`config.mk`:
```
export PLATFORM = sky130hd
export DESIGN_NAME = uart_core
export DESIGN_NICKNAME = d
export VERILOG_FILES = /design/src/uart_pkg.sv /design/src/uart_baud_timer.sv /design/src/uart_tx.sv /design/src/uart_rx.sv /design/src/uart_rx_buffer.sv /design/src/uart_core.sv
export VERILOG_INCLUDE_DIRS = /design/src
export SDC_FILE = /design/constraint.sdc
export NUM_CORES = 1
export LEC_CHECK = 0
export BUFFER_PORTS_ARGS = -buffer_cell sky130_fd_sc_hd__buf_2
export CORE_MARGIN = 1
export CORE_UTILIZATION = 35
export DETAILED_ROUTE_END_ITERATION = 16
export PLACE_DENSITY_LB_ADDON = 0.2
export RECOVER_POWER = 100
export SETUP_SLACK_MARGIN = 0.5
export SLEW_MARGIN = 0
export SYNTH_ARGS = -nofsm -noshare
export SYNTH_HDL_FRONTEND = slang
export SYNTH_SLANG_ARGS = --single-unit
```
`constraint.sdc`:
```
create_clock -name clk_i -period 2.4 [get_ports clk_i]
set_input_delay 0.12 -clock clk_i [delete_from_list [all_inputs] [get_ports clk_i]]
set_output_delay 0.12 -clock clk_i [all_outputs]
set_load 0.03 [all_outputs]
```
`src/uart_consts.svh`:
```
// ~~~~~~~~~~~~~~~~~~~~
// Default UART timing, receive buffer size
// and host transmit credits
// ~~~~~~~~~~~~~~~~~~~~

`ifndef UART_CONSTS_SVH
`define UART_CONSTS_SVH

// Clock cycles per serial symbol, even and at least 4
`define UART_CYCLES_PER_SYMBOL 8

// Entries in the receive FIFO
`define UART_RXBUF_DEPTH 4

// Credits the host holds after reset
// The transmitter keeps one byte pending behind the one it shifts
`define UART_TX_CREDITS 1

`endif

```
`src/uart_pkg.sv`:
```
// ~~~~~~~~~~~~~~~~~~~~
// UART data types, FSM state encodings
// and the frame and status structs
// ~~~~~~~~~~~~~~~~~~~~

package uart_pkg;

  typedef logic [7:0] uart_byte_t;

  // Symbol index within a frame, 0 to 9
  typedef logic [3:0] bit_idx_t;

  typedef logic [2:0] credit_t;

  typedef enum logic {
    TX_IDLE,
    TX_SEND
  } tx_state_e;

  typedef enum logic [1:0] {
    RX_IDLE,
    RX_START,
    RX_DATA,
    RX_STOP
  } rx_state_e;

  // Byte handed from the receiver to the receive FIFO
  typedef struct packed {
    uart_byte_t data;
    logic       valid;
  } rx_frame_t;

  typedef struct packed {
    logic frame_err;
    logic overrun;
  } uart_status_t;

endpackage

```
`src/uart_baud_timer.sv`:
```
// ~~~~~~~~~~~~~~~~~~~~
// Symbol timer giving mid-bit and end-of-bit ticks
// ~~~~~~~~~~~~~~~~~~~~

`timescale 1ns/100ps

module uart_baud_timer #(
  parameter int cycles_per_symbol = 8
) (
  input  logic clk_i,
  input  logic rst_ni,

  input  logic restart_i,
  output logic half_tick_o,
  output logic bit_tick_o
);

  localparam int CntW = $clog2(cycles_per_symbol);

  typedef logic [CntW-1:0] cnt_t;

  localparam cnt_t LastCnt = cnt_t'(cycles_per_symbol - 1);
  localparam cnt_t HalfCnt = cnt_t'(cycles_per_symbol / 2 - 1);

  // Counts cycles since the last restart, modulo one symbol
  cnt_t cnt_q;

  always_ff @(posedge clk_i) begin
    if (!rst_ni) begin
      cnt_q <= '0;
    end else if (restart_i || bit_tick_o) begin
      cnt_q <= '0;
    end else begin
      cnt_q <= cnt_q + 1'b1;
    end
  end

  // N cycles after restart, then every N cycles
  assign bit_tick_o = (cnt_q == LastCnt);

  // N/2 cycles after restart
  assign half_tick_o = (cnt_q == HalfCnt);

endmodule

```
`src/uart_tx.sv`:
```
// ~~~~~~~~~~~~~~~~~~~~
// Transmit FSM with a one-byte pending slot
// and a 10-symbol shift register
// ~~~~~~~~~~~~~~~~~~~~

`timescale 1ns/100ps

`include "uart_consts.svh"

module uart_tx import uart_pkg::*; (
  input  logic       clk_i,
  input  logic       rst_ni,

  input  uart_byte_t tx_data_i,
  input  logic       tx_valid_i,
  output logic       tx_credit_o,

  input  logic       bit_tick_i,
  output logic       timer_restart_o,

  output logic       tx_o
);

  tx_state_e  state_q;
  bit_idx_t   idx_q;
  logic [9:0] shift_q;
  logic       tx_q;
  logic       credit_q;
  logic       pend_valid_q;
  uart_byte_t pend_data_q;
  uart_byte_t load_data;
  logic       load;

  // Credits the host should still hold, tracked for the protocol check only
  credit_t    host_credit_q;

  // A pending byte goes out before a new one from the host
  assign load      = (state_q == TX_IDLE) && (pend_valid_q || tx_valid_i);
  assign load_data = pend_valid_q ? pend_data_q : tx_data_i;

  always_ff @(posedge clk_i) begin
    if (!rst_ni) begin
      state_q       <= TX_IDLE;
      idx_q         <= '0;
      tx_q          <= 1'b1;
      credit_q      <= 1'b0;
      pend_valid_q  <= 1'b0;
      host_credit_q <= credit_t'(`UART_TX_CREDITS);
    end else begin
      credit_q      <= load;
      host_credit_q <= host_credit_q - credit_t'(tx_valid_i) + credit_t'(credit_q);
      if (load && pend_valid_q) begin
        pend_valid_q <= 1'b0;
      end else if (tx_valid_i && state_q == TX_SEND) begin
        pend_valid_q <= 1'b1;
      end
      unique case (state_q)
        TX_IDLE: begin
          if (load) begin
            state_q <= TX_SEND;
            idx_q   <= '0;
            // Start bit
            tx_q    <= 1'b0;
          end
        end
        TX_SEND: begin
          if (bit_tick_i) begin
            tx_q <= shift_q[1];
            if (idx_q == bit_idx_t'(9)) begin
              state_q <= TX_IDLE;
            end else begin
              idx_q <= idx_q + 1'b1;
            end
          end
        end
        default: state_q <= TX_IDLE;
      endcase
    end
  end

  // Payload registers
  always_ff @(posedge clk_i) begin
    if (tx_valid_i && state_q == TX_SEND) begin
      pend_data_q <= tx_data_i;
    end
    if (load) begin
      shift_q <= {1'b1, load_data, 1'b0};
    end else if (state_q == TX_SEND && bit_tick_i) begin
      // Fill with idle level so the stop bit and line idle follow
      shift_q <= {1'b1, shift_q[9:1]};
    end
  end

  assign timer_restart_o = load;
  assign tx_credit_o     = credit_q;
  assign tx_o            = tx_q;

  // Host must hold a credit for every byte it presents
  a_tx_credit: assert property (@(posedge clk_i) disable iff (!rst_ni)
    tx_valid_i |-> host_credit_q != '0);

  // Line stays at the idle level between frames
  a_tx_idle_high: assert property (@(posedge clk_i) disable iff (!rst_ni)
    state_q == TX_IDLE |-> tx_q);

endmodule

```
`src/uart_rx.sv`:
```
// ~~~~~~~~~~~~~~~~~~~~
// Receive FSM with input synchronizer,
// mid-bit sampling and stop bit check
// ~~~~~~~~~~~~~~~~~~~~

`timescale 1ns/100ps

module uart_rx import uart_pkg::*; (
  input  logic      clk_i,
  input  logic      rst_ni,

  input  logic      rx_i,

  input  logic      half_tick_i,
  input  logic      bit_tick_i,
  output logic      timer_restart_o,

  output rx_frame_t frame_o,
  output logic      frame_err_o
);

  rx_state_e  state_q;
  bit_idx_t   idx_q;
  logic [1:0] rx_sync_q;
  logic       rx_prev_q;
  uart_byte_t shift_q;
  logic       frame_valid_q;
  logic       frame_err_q;
  logic       rx_s;
  logic       fall;
  logic       start_ok;

  assign rx_s = rx_sync_q[1];

  // rx_prev_q comes out of reset low, so a line held low from reset
  // never looks like a start bit until it has been high once
  assign fall = rx_prev_q && !rx_s;

  assign start_ok = (state_q == RX_START) && half_tick_i && !rx_s;

  // Restart at the falling edge to find mid start bit,
  // then again there so each bit_tick lands mid data bit
  assign timer_restart_o = ((state_q == RX_IDLE) && fall) || start_ok;

  always_ff @(posedge clk_i) begin
    if (!rst_ni) begin
      state_q       <= RX_IDLE;
      idx_q         <= '0;
      rx_sync_q     <= 2'b00;
      rx_prev_q     <= 1'b0;
      frame_valid_q <= 1'b0;
      frame_err_q   <= 1'b0;
    end else begin
      rx_sync_q     <= {rx_sync_q[0], rx_i};
      rx_prev_q     <= rx_s;
      frame_valid_q <= 1'b0;
      frame_err_q   <= 1'b0;
      unique case (state_q)
        RX_IDLE: begin
          if (fall) begin
            state_q <= RX_START;
          end
        end
        RX_START: begin
          if (start_ok) begin
            state_q <= RX_DATA;
            idx_q   <= '0;
          end else if (half_tick_i) begin
            // Line went back high before mid start bit
            state_q <= RX_IDLE;
          end
        end
        RX_DATA: begin
          if (bit_tick_i) begin
            idx_q <= idx_q + 1'b1;
            if (idx_q == bit_idx_t'(7)) begin
              state_q <= RX_STOP;
            end
          end
        end
        RX_STOP: begin
          if (bit_tick_i) begin
            state_q       <= RX_IDLE;
            frame_valid_q <= rx_s;
            frame_err_q   <= !rx_s;
          end
        end
        default: state_q <= RX_IDLE;
      endcase
    end
  end

  // Data arrives LSB first
  always_ff @(posedge clk_i) begin
    if (state_q == RX_DATA && bit_tick_i) begin
      shift_q <= {rx_s, shift_q[7:1]};
    end
  end

  assign frame_o     = '{data: shift_q, valid: frame_valid_q};
  assign frame_err_o = frame_err_q;

  // Timer restarts at the falling edge, so the start check comes before any bit_tick
  a_rx_start_before_tick: assert property (@(posedge clk_i) disable iff (!rst_ni)
    state_q == RX_START |-> !bit_tick_i);

endmodule

```
`src/uart_rx_buffer.sv`:
```
// ~~~~~~~~~~~~~~~~~~~~
// Receive FIFO released against consumer credits
// ~~~~~~~~~~~~~~~~~~~~

`timescale 1ns/100ps

`include "uart_consts.svh"

module uart_rx_buffer import uart_pkg::*; (
  input  logic       clk_i,
  input  logic       rst_ni,

  input  rx_frame_t  frame_i,

  input  logic       rx_credit_i,
  output uart_byte_t rx_data_o,
  output logic       rx_valid_o,

  output logic       overrun_o
);

  localparam int Depth = `UART_RXBUF_DEPTH;
  localparam int PtrW  = $clog2(Depth);
  localparam int CntW  = $clog2(Depth + 1);

  typedef logic [PtrW-1:0] ptr_t;
  typedef logic [CntW-1:0] cnt_t;

  uart_byte_t mem_q [Depth];
  ptr_t       wr_ptr_q;
  ptr_t       rd_ptr_q;
  cnt_t       count_q;
  credit_t    credit_q;
  logic       overrun_q;
  logic       pop;
  logic       full;
  logic       push;

  assign full = (count_q == cnt_t'(Depth));
  assign pop  = (count_q != '0) && (credit_q != '0);

  // A full buffer still takes a byte when one leaves in the same cycle
  assign push = frame_i.valid && (!full || pop);

  always_ff @(posedge clk_i) begin
    if (!rst_ni) begin
      wr_ptr_q  <= '0;
      rd_ptr_q  <= '0;
      count_q   <= '0;
      credit_q  <= '0;
      overrun_q <= 1'b0;
    end else begin
      overrun_q <= frame_i.valid && !push;
      credit_q  <= credit_q + credit_t'(rx_credit_i) - credit_t'(pop);
      count_q   <= count_q + cnt_t'(push) - cnt_t'(pop);
      if (push) begin
        wr_ptr_q <= (wr_ptr_q == ptr_t'(Depth - 1)) ? '0 : wr_ptr_q + 1'b1;
      end
      if (pop) begin
        rd_ptr_q <= (rd_ptr_q == ptr_t'(Depth - 1)) ? '0 : rd_ptr_q + 1'b1;
      end
    end
  end

  always_ff @(posedge clk_i) begin
    if (push) begin
      mem_q[wr_ptr_q] <= frame_i.data;
    end
  end

  // One valid cycle per byte, no ready
  assign rx_valid_o = pop;
  assign rx_data_o  = mem_q[rd_ptr_q];
  assign overrun_o  = overrun_q;

  // Consumer never hands out more credits than there are slots
  a_credit_bound: assert property (@(posedge clk_i) disable iff (!rst_ni)
    credit_q <= credit_t'(Depth));

endmodule

```
`src/uart_core.sv`:
```
// ~~~~~~~~~~~~~~~~~~~~
// UART top level, 8N1 with credit flow control
// ~~~~~~~~~~~~~~~~~~~~

`timescale 1ns/100ps

`include "uart_consts.svh"

module uart_core import uart_pkg::*; #(
  parameter int cycles_per_symbol = `UART_CYCLES_PER_SYMBOL
) (
  input  logic         clk_i,
  input  logic         rst_ni,

  input  uart_byte_t   tx_data_i,
  input  logic         tx_valid_i,
  output logic         tx_credit_o,

  output logic         tx_o,
  input  logic         rx_i,

  output uart_byte_t   rx_data_o,
  output logic         rx_valid_o,
  input  logic         rx_credit_i,

  output uart_status_t status_o
);

  logic      tx_restart;
  logic      tx_bit_tick;
  logic      rx_restart;
  logic      rx_half_tick;
  logic      rx_bit_tick;
  rx_frame_t rx_frame;
  logic      frame_err;
  logic      overrun;

  uart_baud_timer #(
    .cycles_per_symbol(cycles_per_symbol)
  ) u_tx_timer (
    .clk_i      (clk_i),
    .rst_ni     (rst_ni),
    .restart_i  (tx_restart),
    // Transmitter only needs symbol ends
    .half_tick_o(),
    .bit_tick_o (tx_bit_tick)
  );

  uart_tx u_tx (
    .clk_i          (clk_i),
    .rst_ni         (rst_ni),
    .tx_data_i      (tx_data_i),
    .tx_valid_i     (tx_valid_i),
    .tx_credit_o    (tx_credit_o),
    .bit_tick_i     (tx_bit_tick),
    .timer_restart_o(tx_restart),
    .tx_o           (tx_o)
  );

  uart_baud_timer #(
    .cycles_per_symbol(cycles_per_symbol)
  ) u_rx_timer (
    .clk_i      (clk_i),
    .rst_ni     (rst_ni),
    .restart_i  (rx_restart),
    .half_tick_o(rx_half_tick),
    .bit_tick_o (rx_bit_tick)
  );

  uart_rx u_rx (
    .clk_i          (clk_i),
    .rst_ni         (rst_ni),
    .rx_i           (rx_i),
    .half_tick_i    (rx_half_tick),
    .bit_tick_i     (rx_bit_tick),
    .timer_restart_o(rx_restart),
    .frame_o        (rx_frame),
    .frame_err_o    (frame_err)
  );

  uart_rx_buffer u_rx_buffer (
    .clk_i      (clk_i),
    .rst_ni     (rst_ni),
    .frame_i    (rx_frame),
    .rx_credit_i(rx_credit_i),
    .rx_data_o  (rx_data_o),
    .rx_valid_o (rx_valid_o),
    .overrun_o  (overrun)
  );

  assign status_o = '{frame_err: frame_err, overrun: overrun};

endmodule

```
=== Word-level counts from Yosys, hierarchy flattened ===
Memories as Yosys holds them, arrays and structs flattened. A register that Yosys moved wholly into a read port is not among the register bits.
Cells that the tools add are included.

* Add/subtract/negate cells: 10
* Eq/ne operators: 20
* Mux-type cells: 30
* Bitwise gates (word level): 2
* Reductions and logical operators: 33

{| class="wikitable"
|+ Operators with widths
! kind !! count
|-
| 2-bit 2-to-1 mux || 10
|-
| 4-bit 2-to-1 mux || 5
|-
| 9-bit 2-to-1 mux || 2
|-
| 4-bit case mux with 2 select lines || 2
|-
| 2-bit by 1-bit != test with 1-bit output (second input constant) || 7
|-
| 1-bit logical AND || 12
|-
| 3-bit equality test (second input constant) || 3
|-
| 3-bit AND reduction || 3
|-
| 4-bit by 1-bit adder with 4-bit output (second input constant) || 2
|-
| 2-bit equality test (second input constant) || 4
|-
| 8-bit 2-to-1 mux || 1
|-
| 2-bit case mux with 4 select lines || 1
|-
| 1-bit 2-to-1 mux || 7
|-
| 3-bit by 1-bit adder with 3-bit output || 2
|-
| 3-bit by 1-bit adder with 3-bit output (second input constant) || 2
|-
| 3-bit nonzero test || 2
|-
| 2-bit OR reduction || 3
|-
| 3-bit by 1-bit subtractor with 3-bit output || 2
|-
| 1-bit logical OR || 5
|-
| 5-bit AND reduction || 1
|-
| 2-bit by 1-bit adder with 2-bit output (second input constant) || 2
|-
| 4-bit by 3-bit equality test with 1-bit output (second input constant) || 1
|-
| 4-bit equality test (second input constant) || 1
|-
| 1-bit case mux with 2 select lines || 2
|-
| 9 further kinds || 13
|}

* Register bits after elaboration: 61
* Memory bits (writable): 32
* Input port bits: 13
* Output and inout bits: 13
* Word-level logic and storage cells: 118
* Memories: 1

{| class="wikitable"
|+ Memories
! name !! depth !! bits a word !! read ports !! clocked after Yosys merged registers in !! wr ports !! line !! text
|-
| u_rx_buffer.mem_q || 4 || 8 || 1 || 1 || 1 || uart_rx_buffer.sv:29 || <nowiki>uart_byte_t mem_q [Depth];</nowiki>
|}

=== Longest topological paths before layout ===
Gate-level depths: netlist (run 1).

* Depth after elaboration: 6
* Depth in mapped cells: 9
* Depth with buffers taken out: 9

=== By module ===
Synthesis (run 1) repeated with hierarchy kept, for this count alone.

* Cell total of the unflattened synthesis: 282
* Area, all modules: 3933.8 um^2

{| class="wikitable"
|+ Modules (own cells, without submodules)
! module !! instances !! cells each !! area each (um^2)
|-
| uart_rx_buffer || 1 || 111 || 1818.0
|-
| uart_tx || 1 || 89 || 1071.0
|-
| uart_rx || 1 || 60 || 767.0
|-
| uart_baud_timer || 2 || 10 || 131.4
|-
| uart_core || 1 || 2 || 15.0
|}

=== Least setup slack after synthesis (run 1) ===
OpenSTA, ideal clock, no wires.

* Path kind: register to register
* From: reg u_rx_buffer.credit_q[1]
* To: reg u_rx_buffer.count_q[2]
* Setup time: 0.128 ns
* Arrival: 1.852 ns
* Required time: 2.272 ns
* Path slack: 0.420 ns
* Stages on the path, launching flop included: 9
* Buffers on the path: 0
* Cell sequence: dfxtp_1 nor3_4 or3_1 nand2_1 ha_1 fa_1 xnor2_1 xnor2_1 nor2_1

* Longest elaborated chain between the ends: 6

{| class="wikitable"
|+ Ends and longest elaborated chain
! what !! line !! text
|-
| start: declaration || uart_rx_buffer.sv:33 || <nowiki>credit_t credit_q;</nowiki>
|-
| start signal: assignment || uart_rx_buffer.sv:54 || <nowiki>credit_q <= credit_q + credit_t'(rx_credit_i) - credit_t'(pop);</nowiki>
|-
| 3-bit nonzero test (*) || uart_rx_buffer.sv:40 || <nowiki>assign pop = (count_q != '0) && (credit_q != '0);</nowiki>
|-
| 1-bit logical AND (*) || uart_rx_buffer.sv:40 ||
|-
| 1-bit logical OR || uart_rx_buffer.sv:43 || <nowiki>assign push = frame_i.valid && (!full || pop);</nowiki>
|-
| 1-bit logical AND || uart_rx_buffer.sv:43 ||
|-
| 3-bit by 1-bit adder with 3-bit output || uart_rx_buffer.sv:55 || <nowiki>count_q <= count_q + cnt_t'(push) - cnt_t'(pop);</nowiki>
|-
| 3-bit by 1-bit subtractor with 3-bit output (*) || uart_rx_buffer.sv:55 ||
|-
| end signal: assignment || uart_rx_buffer.sv:55 ||
|-
| end: declaration || uart_rx_buffer.sv:32 || <nowiki>cnt_t count_q;</nowiki>
|}

Every way passes the cells marked *; elsewhere a longest branch is shown, timed or not.
A chain may end at the register's enable or synchronous reset.

=== Worst setup path in the final report (run 1) ===
* From: reg u_rx_buffer.count_q[1]
* To: reg u_rx_buffer.count_q[2]

* Longest elaborated chain between the ends: 6
* Elaborated cells between the ends (all ways): 8
* Those cells by class: add/sub (2); eq/ne (1); reduce/logical (5)

{| class="wikitable"
|+ Ends and longest elaborated chain
! what !! line
|-
| 3-bit equality test / 3-bit nonzero test (equally long branches) || uart_rx_buffer.sv:39, uart_rx_buffer.sv:40
|-
| 1-bit zero test / 1-bit logical AND (equally long branches) || uart_rx_buffer.sv:43, uart_rx_buffer.sv:40
|-
| 1-bit logical OR || uart_rx_buffer.sv:43
|-
| 1-bit logical AND || uart_rx_buffer.sv:43
|-
| 3-bit by 1-bit adder with 3-bit output || uart_rx_buffer.sv:55
|-
| 3-bit by 1-bit subtractor with 3-bit output (*) || uart_rx_buffer.sv:55
|}

Marks and branches as above.

==> results.tsv, run 1 <==
metric	value	unit
pre_cts_slack	329	ps
synthTopCellsByCount	edfxtp_1 (56), dfxtp_1 (38), nor2_1 (20)	
gp_congestion	0.715	
cts_max_level	3	
drtAntennaViolNets	0	
portBuffers	25	
vias	2228	
die_x	107	µm
critPathLaunchType	register	
cts_buffer_depth	2	
slew-limit-headroom	51.1	%
grt_pass1_wl	10700	µm
p_leak	0.00158	µW
synth.area.top_cells	edfxtp_1 (43%), dfxtp_1 (20%), ha_1 (6.1%)	
fin_ws	335	ps
finClkSkew	11.6	ps
hold_path.class	input pin to register	
design.core.area	10800	µm²
cp.arrival	2300	ps
syn_nets	316	
synth-edff-count	56	
ios	26	
design_area	4490	µm²
diodes	0	
required	2640	ps
synth_area_per_cell	13.7	µm²
ys_async_sr_fraction	0	%
path_max_fanout	5	
path_class	register to register	
worst_setup_path_end_kind	register	
antenna_found_initial	0	
die_h	107	µm
regArea	2450	µm²
synth_top_cell_area_share	43.4	%
syn_area	3880	µm²
grt_pass1_vias	2264	
wl_per_cell	13.6	µm
rsz0062_at_grt	yes	
clock_sinks	94	
placed_cell_area	4140	µm²
routed_wl	6420	µm
row_count	38	
die_area	11500	µm²
syn_inst	282	
vias_per_cell	4.73	
worstMarginPinSlew	733	ps
dp_hpwl	4280	µm
synth_ff_type	edfxtp_1	
fmax	484	MHz
fin_crit_sh	86.0	%
finalSetupViolations	0	
clk_pin_slew_worst_paths	90	ps
irDropWorstVdd	371	µV
area_delta_synth_final	15.8	%
fillCellCount	1036	
report.final.slew_viol_count	0	
drv_cap	0	
drive_above_1_share	16.3	%
yosysSeqAreaShare	63.0	%
setup_tns	0	ps
powerDensity	837	nW/µm²
nNetsFinal	360	
synth_cell_types	47	
insertion_delay	360	ps
netlist.top_cell.by_area	edfxtp_1	
yosys_warnings	0	
post-route-min-period	2060	ps
report.final.hold_viol_count	0	
rrSetupSlack	340	ps
first_pass_iters	4	
drcViolationCount	0	
synth.most_common_cell	edfxtp_1	
grt_max_degree	20	
track_usage	12.3	%
ys_seq_elements	94	
cts-root-buf	clkbuf_8	
multi_input_area	1360	µm²
initial_utilization	35.9	%
cts_buffers	9	
drtIter0Drc	62	
status	finished, final reports clean	
gr-total-overflow	0	
cts_tree	done	
layout make-up:
type / count / area share (%)
sequential: 94 / 54.6
multi-input combinational: 164 / 30.3
timing repair buffer: 42 / 5.41
tap: 140 / 3.90
clock buffer: 9 / 2.76
clock inverter: 7 / 1.78
inverter: 15 / 1.25
flip-flops by register name, summed over array words and instances (netlist names), 3 cells and up, named ones only:
| signal | cells |
|---|---|
| u_rx_buffer.mem_q | 32 |
| u_rx.shift_q | 8 |
| u_tx_timer.cnt_q | 3 |
| u_tx.shift_q | 8 |
| u_rx_buffer.count_q | 3 |
| u_rx.idx_q | 4 |
| u_tx.idx_q | 4 |
| u_rx_timer.cnt_q | 3 |
| u_rx_buffer.credit_q | 3 |
| u_tx.pend_data_q | 8 |
layout by cell type, fill, tap and decap left out, drive strengths merged, types with 4 or more instances in the layout:
cell type | netlist | layout
a21oi | 9 | 9
and2 | 13 | 13
buf | 8 | 12
clkbuf | 1 | 30
dfxtp | 38 | 38
dlygate4sd3 | 0 | 9
edfxtp | 56 | 56
ha | 19 | 19
inv | 15 | 19
mux2i | 12 | 12
mux4 | 8 | 8
nand2 | 18 | 18
nand3 | 8 | 8
nor2 | 20 | 20
nor3 | 6 | 6
o21a | 4 | 4
o21ai | 12 | 12
logic make-up after synthesis:
group | after synthesis | share of synthesized area (%)
DFF | 94 | 63.0
and+or+nand+nor | 81 | 11.1
xor gates and xnor gates | 6 | 1.36
adders and majority gates | 21 | 7.17
AOI/OAI and AO/OA | 36 | 6.71
buffers and inverters | 24 | 2.87
muxes | 20 | 7.75
layer usage:
metal	vias to the layer above	wire, µm	track usage [%]
li1	1101	-	-
met1	1085	2780	13.5
met2	34	3340	22.5
met3	8	205	3.28
met4	0	95	4.79
met5	-	0	0
timing repair:
action | CTS | global route
endpoints found under the hold margin | 9 | 0
buffers inserted | 2 | 5
hold buffers | 9 | 0
gates resized for setup | 5 | 12
endpoints found under the setup margin | 11 | 4
gates cloned | 0 | 0
pin swaps | 1 | 8
final timing paths:
kind | from | to | cells after the start
hold / removal | tx_valid_i | u_tx.pend_valid_q | 2
setup / recovery | u_rx_buffer.count_q[1] | u_rx_buffer.count_q[2] | 8
setup reg to reg | u_rx_buffer.count_q[1] | u_rx_buffer.count_q[2] | 8
hold reg to reg | u_rx_timer.cnt_q[0] | u_rx_timer.cnt_q[0] | 1
report_power, final:
| group | internal [µW] | switching [µW] |
|---|---|---|
| combinational | 373 | 419 |
| clock | 498 | 574 |
| sequential | 1790 | 99.3 |
worst max-delay path: stages (launching register included):
cell     delay (ps)
dfxtp_2         350
nor3_2          400
or3_4           230
nand2_4          50
ha_4            160
fa_2            400
xnor2_2         140
xnor2_1         160
nor2_1           60
stage by stage:
stage	instances	hold WS [ps]	util (%)	power (µW)
4_1_cts	466	28.3	41.3	3730
6_report	471	48.9	41.6	3760
3_3_place_gp	439	313	38.3	2550
5_1_grt	471	43.0	41.6	3950
2_1_floorplan	282	219	-	2410
3_5_place_dp	439	318	38.3	2570
No activity file was read; power rests on OpenSTA's default activity.
==> run 2: changes to the inputs <==
--- a/config.mk
+++ b/config.mk
@@ -8,7 +8,7 @@
 export LEC_CHECK = 0
 export BUFFER_PORTS_ARGS = -buffer_cell sky130_fd_sc_hd__buf_2
 export CORE_MARGIN = 1
-export CORE_UTILIZATION = 35
+export CORE_UTILIZATION = 28
 export DETAILED_ROUTE_END_ITERATION = 16
 export PLACE_DENSITY_LB_ADDON = 0.2
 export RECOVER_POWER = 100
==> run 2 against run 1 <==
Critical path depth is 1 lower. Wire length is 2.0% higher. Sequential power hardly changed. Total power is 12% higher. Die area is 25% higher. Final area is 3.5% higher. Critical path type unchanged.
==> results.tsv, run 2 (synthesis results as in run 1) <==
metric	value	unit	change
path_cells	nor3_4 > a31oi_1 > ha_4 > fa_2 > xnor2_2 > xnor2_1 > nor2_1		
antenna_found_initial	0		unchanged
first_pass_iters	4		unchanged
insertion_delay	340	ps	-20 ps
clockPowerShare	37.7	%	+9.2 points
r2r-start	u_rx_buffer.credit_q[0]		
dp_hpwl	4340	µm	+1.4%
report.final.hold_viol_count	0		unchanged
die_x	120	µm	+12%
row_count	42		+11%
gr-total-overflow	0		unchanged
path_buf_inv	0		unchanged
ios	26		unchanged
initial_utilization	29.0	%	-6.9 points
cts_buffer_depth	2		unchanged
fmax	483	MHz	-0.19%
irDropWorstVdd	476	µV	+28%
drv_cap	0		unchanged
gp_congestion	0.719		+0.60%
grt_max_degree	20		unchanged
min_path_cells	2		unchanged
clk_pin_slew_worst_paths	60	ps	-30 ps
powerDensity	908	nW/µm²	+8.6%
r2r_end	u_rx_buffer.count_q[2]		
crit_family	adder cells		
hold_path.class	input pin to register		
p_leak	0.00164	µW	+3.9%
nNetsFinal	359		-0.28%
worstMarginPinSlew	725	ps	-8.41 ps
worst_hold_path.endpoint	u_tx.pend_valid_q		
vias	2189		-1.8%
required	2620	ps	-20 ps
fin_crit_sh	86.2	%	+0.17 points
layout_commonest_cell	edfxtp_1		
power.internal	3160	µW	+18%
die_area	14300	µm²	+25%
largest_register_ffs	32		unchanged
diodes	0		unchanged
report.final.slew_viol_count	0		unchanged
track_usage	10.2	%	-2.1 points
vias_per_cell	4.33		-8.5%
power_frac_comb	17.4	%	-3.7 points
rrSetupSlack	330	ps	about the same
top_register	u_rx_buffer.mem_q		
path_max_fanout	7		+2
drtIter0Drc	126		+100%
cts_max_level	3		unchanged
drtAntennaViolNets	0		unchanged
worst_setup_path_end_kind	register		
cts_tree	done		
post-route-min-period	2070	ps	+3.96 ps
slowest_stage	fa_2		
die_h	120	µm	+12%
slew-limit-headroom	51.5	%	+0.34 points
finClkSkew	7.99	ps	-3.63 ps
drcViolationCount	0		unchanged
clock_sinks	94		unchanged
rsz0062_at_grt	yes		
cts-root-buf	clkbuf_16		
cp.arrival	2280	ps	-20 ps
max_stage_delay	390	ps	about the same
finalSetupViolations	0		unchanged
sw_frac_of_total	25.3	%	-3.8 points
grt_pass1_vias	2255		-0.40%
routed_wl	6550	µm	+2.0%
seqPwrFrac	44.9	%	-5.5 points
cts_buffers	9		unchanged
status	finished, final reports clean		
drive_above_1_share	15.2	%	-1.2 points
grt_pass1_wl	11000	µm	+2.6%
p_switching	1070	µW	-2.2%
area_delta_synth_final	19.9	%	
setup_tns	0	ps	unchanged
design.core.area	13300	µm²	+24%
total_power	4220	µW	+12%
critPathLaunchType	register		
final_cell_mix	edfxtp_1 (56), dfxtp_1 (35), clkbuf_1 (21), nor2_1 (20), ha_1 (18)		
wl_per_cell	12.9	µm	-5.1%
reg2reg_depth	7		-1
path_class	register to register		
min-delay-start	tx_valid_i		
portBuffers	25		unchanged
run 2: changes by cell type in the layout (fill, tap and decap cells not counted), moves of 2 or more:
cell and change:
and2_0 -4, and2_1 +3, clkbuf_8 -8, inv_6 -2, clkbuf_16 +10
run 2: cell type report:
cell class | count | area [µm²]
fillers | 1337 | 8700
flip-flops and latches | 94 | 2450
multi-input cells | 164 | 1340
clock buffers | 12 | 268
repair buffers | 41 | 235
well taps | 176 | 220
clock inverters | 4 | 76.3
inverters | 15 | 56.3
run 2: what timing repair did:
action                     CTS  global route
cloned                       0             0
setup buffers                4             1
pin swaps                    4             6
hold buffers                 9             0
hold endpoints to repair     9             0
gates resized for setup      7             5
setup endpoints to repair   10             3
run 2: how the worst max path moves through the flow:
| stage | from | to | slack (ps) | cells after the start |
|---|---|---|---|---|
| floorplan | u_rx_buffer.credit_q[2] | u_rx_buffer.count_q[2] | 480 | 8 |
| global placement | u_rx_buffer.credit_q[1] | u_rx_buffer.credit_q[2] | 400 | 9 |
| detailed placement | u_rx_buffer.credit_q[2] | u_rx_buffer.count_q[2] | 330 | 8 |
| CTS | u_rx_buffer.credit_q[1] | u_rx_buffer.count_q[2] | 410 | 8 |
| global route | u_rx_buffer.credit_q[0] | u_rx_buffer.count_q[2] | 230 | 7 |
| finish | u_rx_buffer.credit_q[0] | u_rx_buffer.count_q[2] | 330 | 7 |
run 2: layer usage:
| layer | global-route usage, % | wire, µm | up-vias | part of all wire (%) |
|---|---|---|---|---|
| li1 | - | - | 1101 | - |
| met1 | 11.6 | 2950 | 1043 | 45 |
| met2 | 17.0 | 3180 | 35 | 49 |
| met3 | 4.33 | 316 | 10 | 4.8 |
| met4 | 3.75 | 97 | 0 | 1.5 |
| met5 | 0 | 0 | - | 0 |
run 2: per-stage QoR:
stage               hold WS [ps]  cell area (µm²)  util, %  cells  worst slack, ps
finish                      66.8             4650     34.8    506              331
floorplan                    219             3880        -    282              477
CTS                         51.0             4680     35.0    505              411
global route                57.3             4650     34.8    506              233
detailed placement           316             4190     31.4    476              326
global placement             314             4190     31.4    476              402
run 2: power groups by stage:
stage                     Combinational (µW)  Sequential, µW  Clock [µW]
final                                    735            1890        1590
after global routing                     830            1910        1710
after CTS                                743            1900        1650
after detailed placement                 639            1920           0
after global placement                   624            1920           0
after floorplan                          527            1890           0
==> run 3: changes to the inputs <==
--- a/config.mk
+++ b/config.mk
@@ -6,6 +6,8 @@
 export SDC_FILE = /design/constraint.sdc
 export NUM_CORES = 1
 export LEC_CHECK = 0
+export ABC_AREA = 1
+export ABC_CLOCK_PERIOD_IN_PS = 2400
 export BUFFER_PORTS_ARGS = -buffer_cell sky130_fd_sc_hd__buf_2
 export CORE_MARGIN = 1
 export CORE_UTILIZATION = 28
==> run 3 against run 2 <==
Via count is 19% higher. Cell count is 20% higher. Register-to-register slack better by 150 ps. Synthesized cell count is 35% higher. Area after synthesis is 1.7% higher. Utilization is 0.31 points lower. Critical endpoint unchanged.
==> results.tsv, run 3 <==
metric	value	unit	change
status	finished, final reports clean		
die_x	121	µm	+0.84%
cts_max_level	3		unchanged
synth.area.top_cells	edfxtp_1 (43%), dfxtp_1 (19%), ha_1 (6.0%)		
track_usage	11.2	%	+1.0 points
gp_congestion	0.758		+5.4%
r2r-start	u_rx_buffer.credit_q[1]		
yosysSeqAreaShare	61.9	%	-1.1 points
final_cell_mix	nor2_1 (63), edfxtp_1 (56), nand2_1 (50), inv_1 (49), dfxtp_1 (38)		
cts_buffer_depth	2		unchanged
slew-limit-headroom	33.7	%	-18 points
worst_setup_path_end_kind	register		
area_delta_synth_final	18.2	%	
diodes	0		unchanged
synth_fa_ha_area_share	7.05	%	-0.12 points
placed_cell_area	4280	µm²	+2.1%
ys_async_sr_fraction	0	%	unchanged
path_max_fanout	3		-4
nNetsFinal	459		+28%
finClkSkew	8.42	ps	+0.422 ps
synthTopCellsByCount	nor2_1 (63), edfxtp_1 (56), nand2_1 (52)		
final_cells	606		+20%
multi_input_area	1250	µm²	-6.7%
antenna_found_initial	0		unchanged
drv_cap	0		unchanged
gr-total-overflow	0		unchanged
row_count	42		unchanged
synth_ff_type	edfxtp_1		
synth_cell_types	34		-28%
netlist.top_cell.by_area	edfxtp_1		
grt_max_degree	21		+5.0%
drive_above_1_share	8.60	%	-6.5 points
report.final.hold_viol_count	0		unchanged
rrSetupSlack	490	ps	+150 ps
vias	2597		+19%
synth_compound_area_share	9.39	%	+2.7 points
synth-simple-area-share	15.0	%	+3.8 points
cts_buffers	9		unchanged
regArea	2440	µm²	-0.26%
synth_top_cell_area_share	42.7	%	-0.73 points
routed_wl	7360	µm	+12%
fmax	522	MHz	+8.1%
largest_register_ffs	32		unchanged
powerDensity	962	nW/µm²	+5.9%
portBuffers	25		unchanged
synth_area_per_cell	10.4	µm²	-25%
cp.arrival	2190	ps	-90 ps
initial_utilization	29.2	%	+0.15 points
wl_per_cell	12.1	µm	-6.1%
syn_area	3940	µm²	+1.7%
worstMarginPinSlew	994	ps	+270 ps
grt_pass1_vias	2654		+18%
synth.most_common_cell	nor2_1		
clock_sinks	94		unchanged
drtIter0Drc	95		-25%
ios	26		unchanged
grt_pass1_wl	12300	µm	+12%
required	2670	ps	+50 ps
pre_cts_slack	407	ps	+81.3 ps
design.core.area	13500	µm²	+1.2%
hold-worst-slack	78.7	ps	+12.0 ps
p_leak	0.00181	µW	+10%
first_pass_iters	4		unchanged
dp_hpwl	4810	µm	+11%
vias_per_cell	4.29		-0.94%
startpoint	u_rx_buffer.credit_q[1]		
synth_top_family_by_area	simple AND/OR/NAND/NOR gates		
fin_ws	486	ps	+155 ps
placedCellCount	578		+21%
drcViolationCount	0		unchanged
cts_tree	done		
r2r_end	u_rx_buffer.count_q[2]		
die_h	121	µm	+0.84%
fin_crit_sh	79.8	%	-6.4 points
syn_inst	380		+35%
cts-root-buf	clkbuf_16		
drtAntennaViolNets	0		unchanged
top_register	u_rx_buffer.mem_q		
critPathLaunchType	register		
die_area	14600	µm²	+1.7%
finalSetupViolations	0		unchanged
path_class	register to register		
layout_commonest_cell	nor2_1		
endpoint	u_rx_buffer.count_q[2]		
hold_path.class	input pin to register		
synth-edff-count	56		unchanged
synth_xor_area_share	0.222	%	-1.1 points
ys_seq_elements	94		unchanged
irDropWorstVdd	506	µV	+6.3%
report.final.slew_viol_count	0		unchanged
rsz0062_at_grt	yes		
clk_pin_slew_worst_paths	70	ps	about the same
yosys_warnings	0		unchanged
reg2reg_depth	10		+3
setup_tns	0	ps	unchanged
design_area	4660	µm²	+0.27%
insertion_delay	350	ps	about the same
fillCellCount	1371		+2.5%
post-route-min-period	1910	ps	-155 ps
synth_mux_area_share	0	%	-7.7 points
syn_nets	414		+31%
==> run 3: power by group <==
| part | switching [µW] | total [µW] | internal (µW) |
|---|---|---|---|
| clock network | 657 | 1450 | 791 |
| logic | 777 | 1130 | 357 |
| registers | 83.1 | 1900 | 1820 |
==> run 3: metal layers <==
metal,vias up,share of wire (%),GRT usage (%)
met5,-,0,0
li1,1357,-,-
met1,1196,48,13.2
met2,34,46,18.2
met4,0,1.8,5.09
met3,10,4.4,4.20
==> run 3: cells by family after synthesis <==
family          after synthesis
simple gates                143
compound gates               60
xor+xnor                      1
buf+inv                      61
flops                        94
fa+ha+maj                    21
==> run 3: stage by stage <==
step / power (µW) / utilization, %
finish: 4480 / 34.5
global route: 4760 / 34.5
CTS: 4570 / 34.7
detailed placement: 3080 / 31.7
global placement: 3060 / 31.7
floorplan: 2770 / -
==> run 3: critical path: stages, from the launching register on <==
cell	delay, ps
dfxtp_1	350
nor2_2	110
nand2_1	70
nand2_1	140
nand2_1	100
nand2_2	80
inv_1	60
ha_1	210
fa_1	410
and3_1	190
nor3_1	120
==> run 3: worst min-delay path by stage <==
| stage | startpoint | endpoint | slack [ps] | cells past startpoint |
|---|---|---|---|---|
| after floorplan | rx_i | u_rx.rx_sync_q[0] | 220 | 2 |
| final | rx_credit_i | u_rx_buffer.credit_q[0] | 80 | 4 |
| after global routing | rx_credit_i | u_rx_buffer.credit_q[0] | 80 | 4 |
| after global placement | rx_i | u_rx.rx_sync_q[0] | 310 | 3 |
| after CTS | rx_credit_i | u_rx_buffer.credit_q[0] | 70 | 4 |
| after detailed placement | rx_i | u_rx.rx_sync_q[0] | 310 | 3 |
==> run 3: layout make-up <==
class / instances / share of cell area [%]
Timing Repair Buffer: 43 / 5.05
Clock inverter: 6 / 1.23
Sequential cell: 94 / 52.4
Clock buffer: 10 / 5.37
Multi-Input combinational cell: 225 / 26.9
Tap cell: 176 / 4.72
Inverter: 52 / 4.32
==> run 3: what timing repair did <==
item                                   in CTS  in global routing
hold buffers                                9                  0
endpoints found under the hold margin       9                  0
gates resized for setup                     4                  6
setup endpoints to repair                   2                 11
setup buffers                               1                  2
pin swaps                                   1                  1
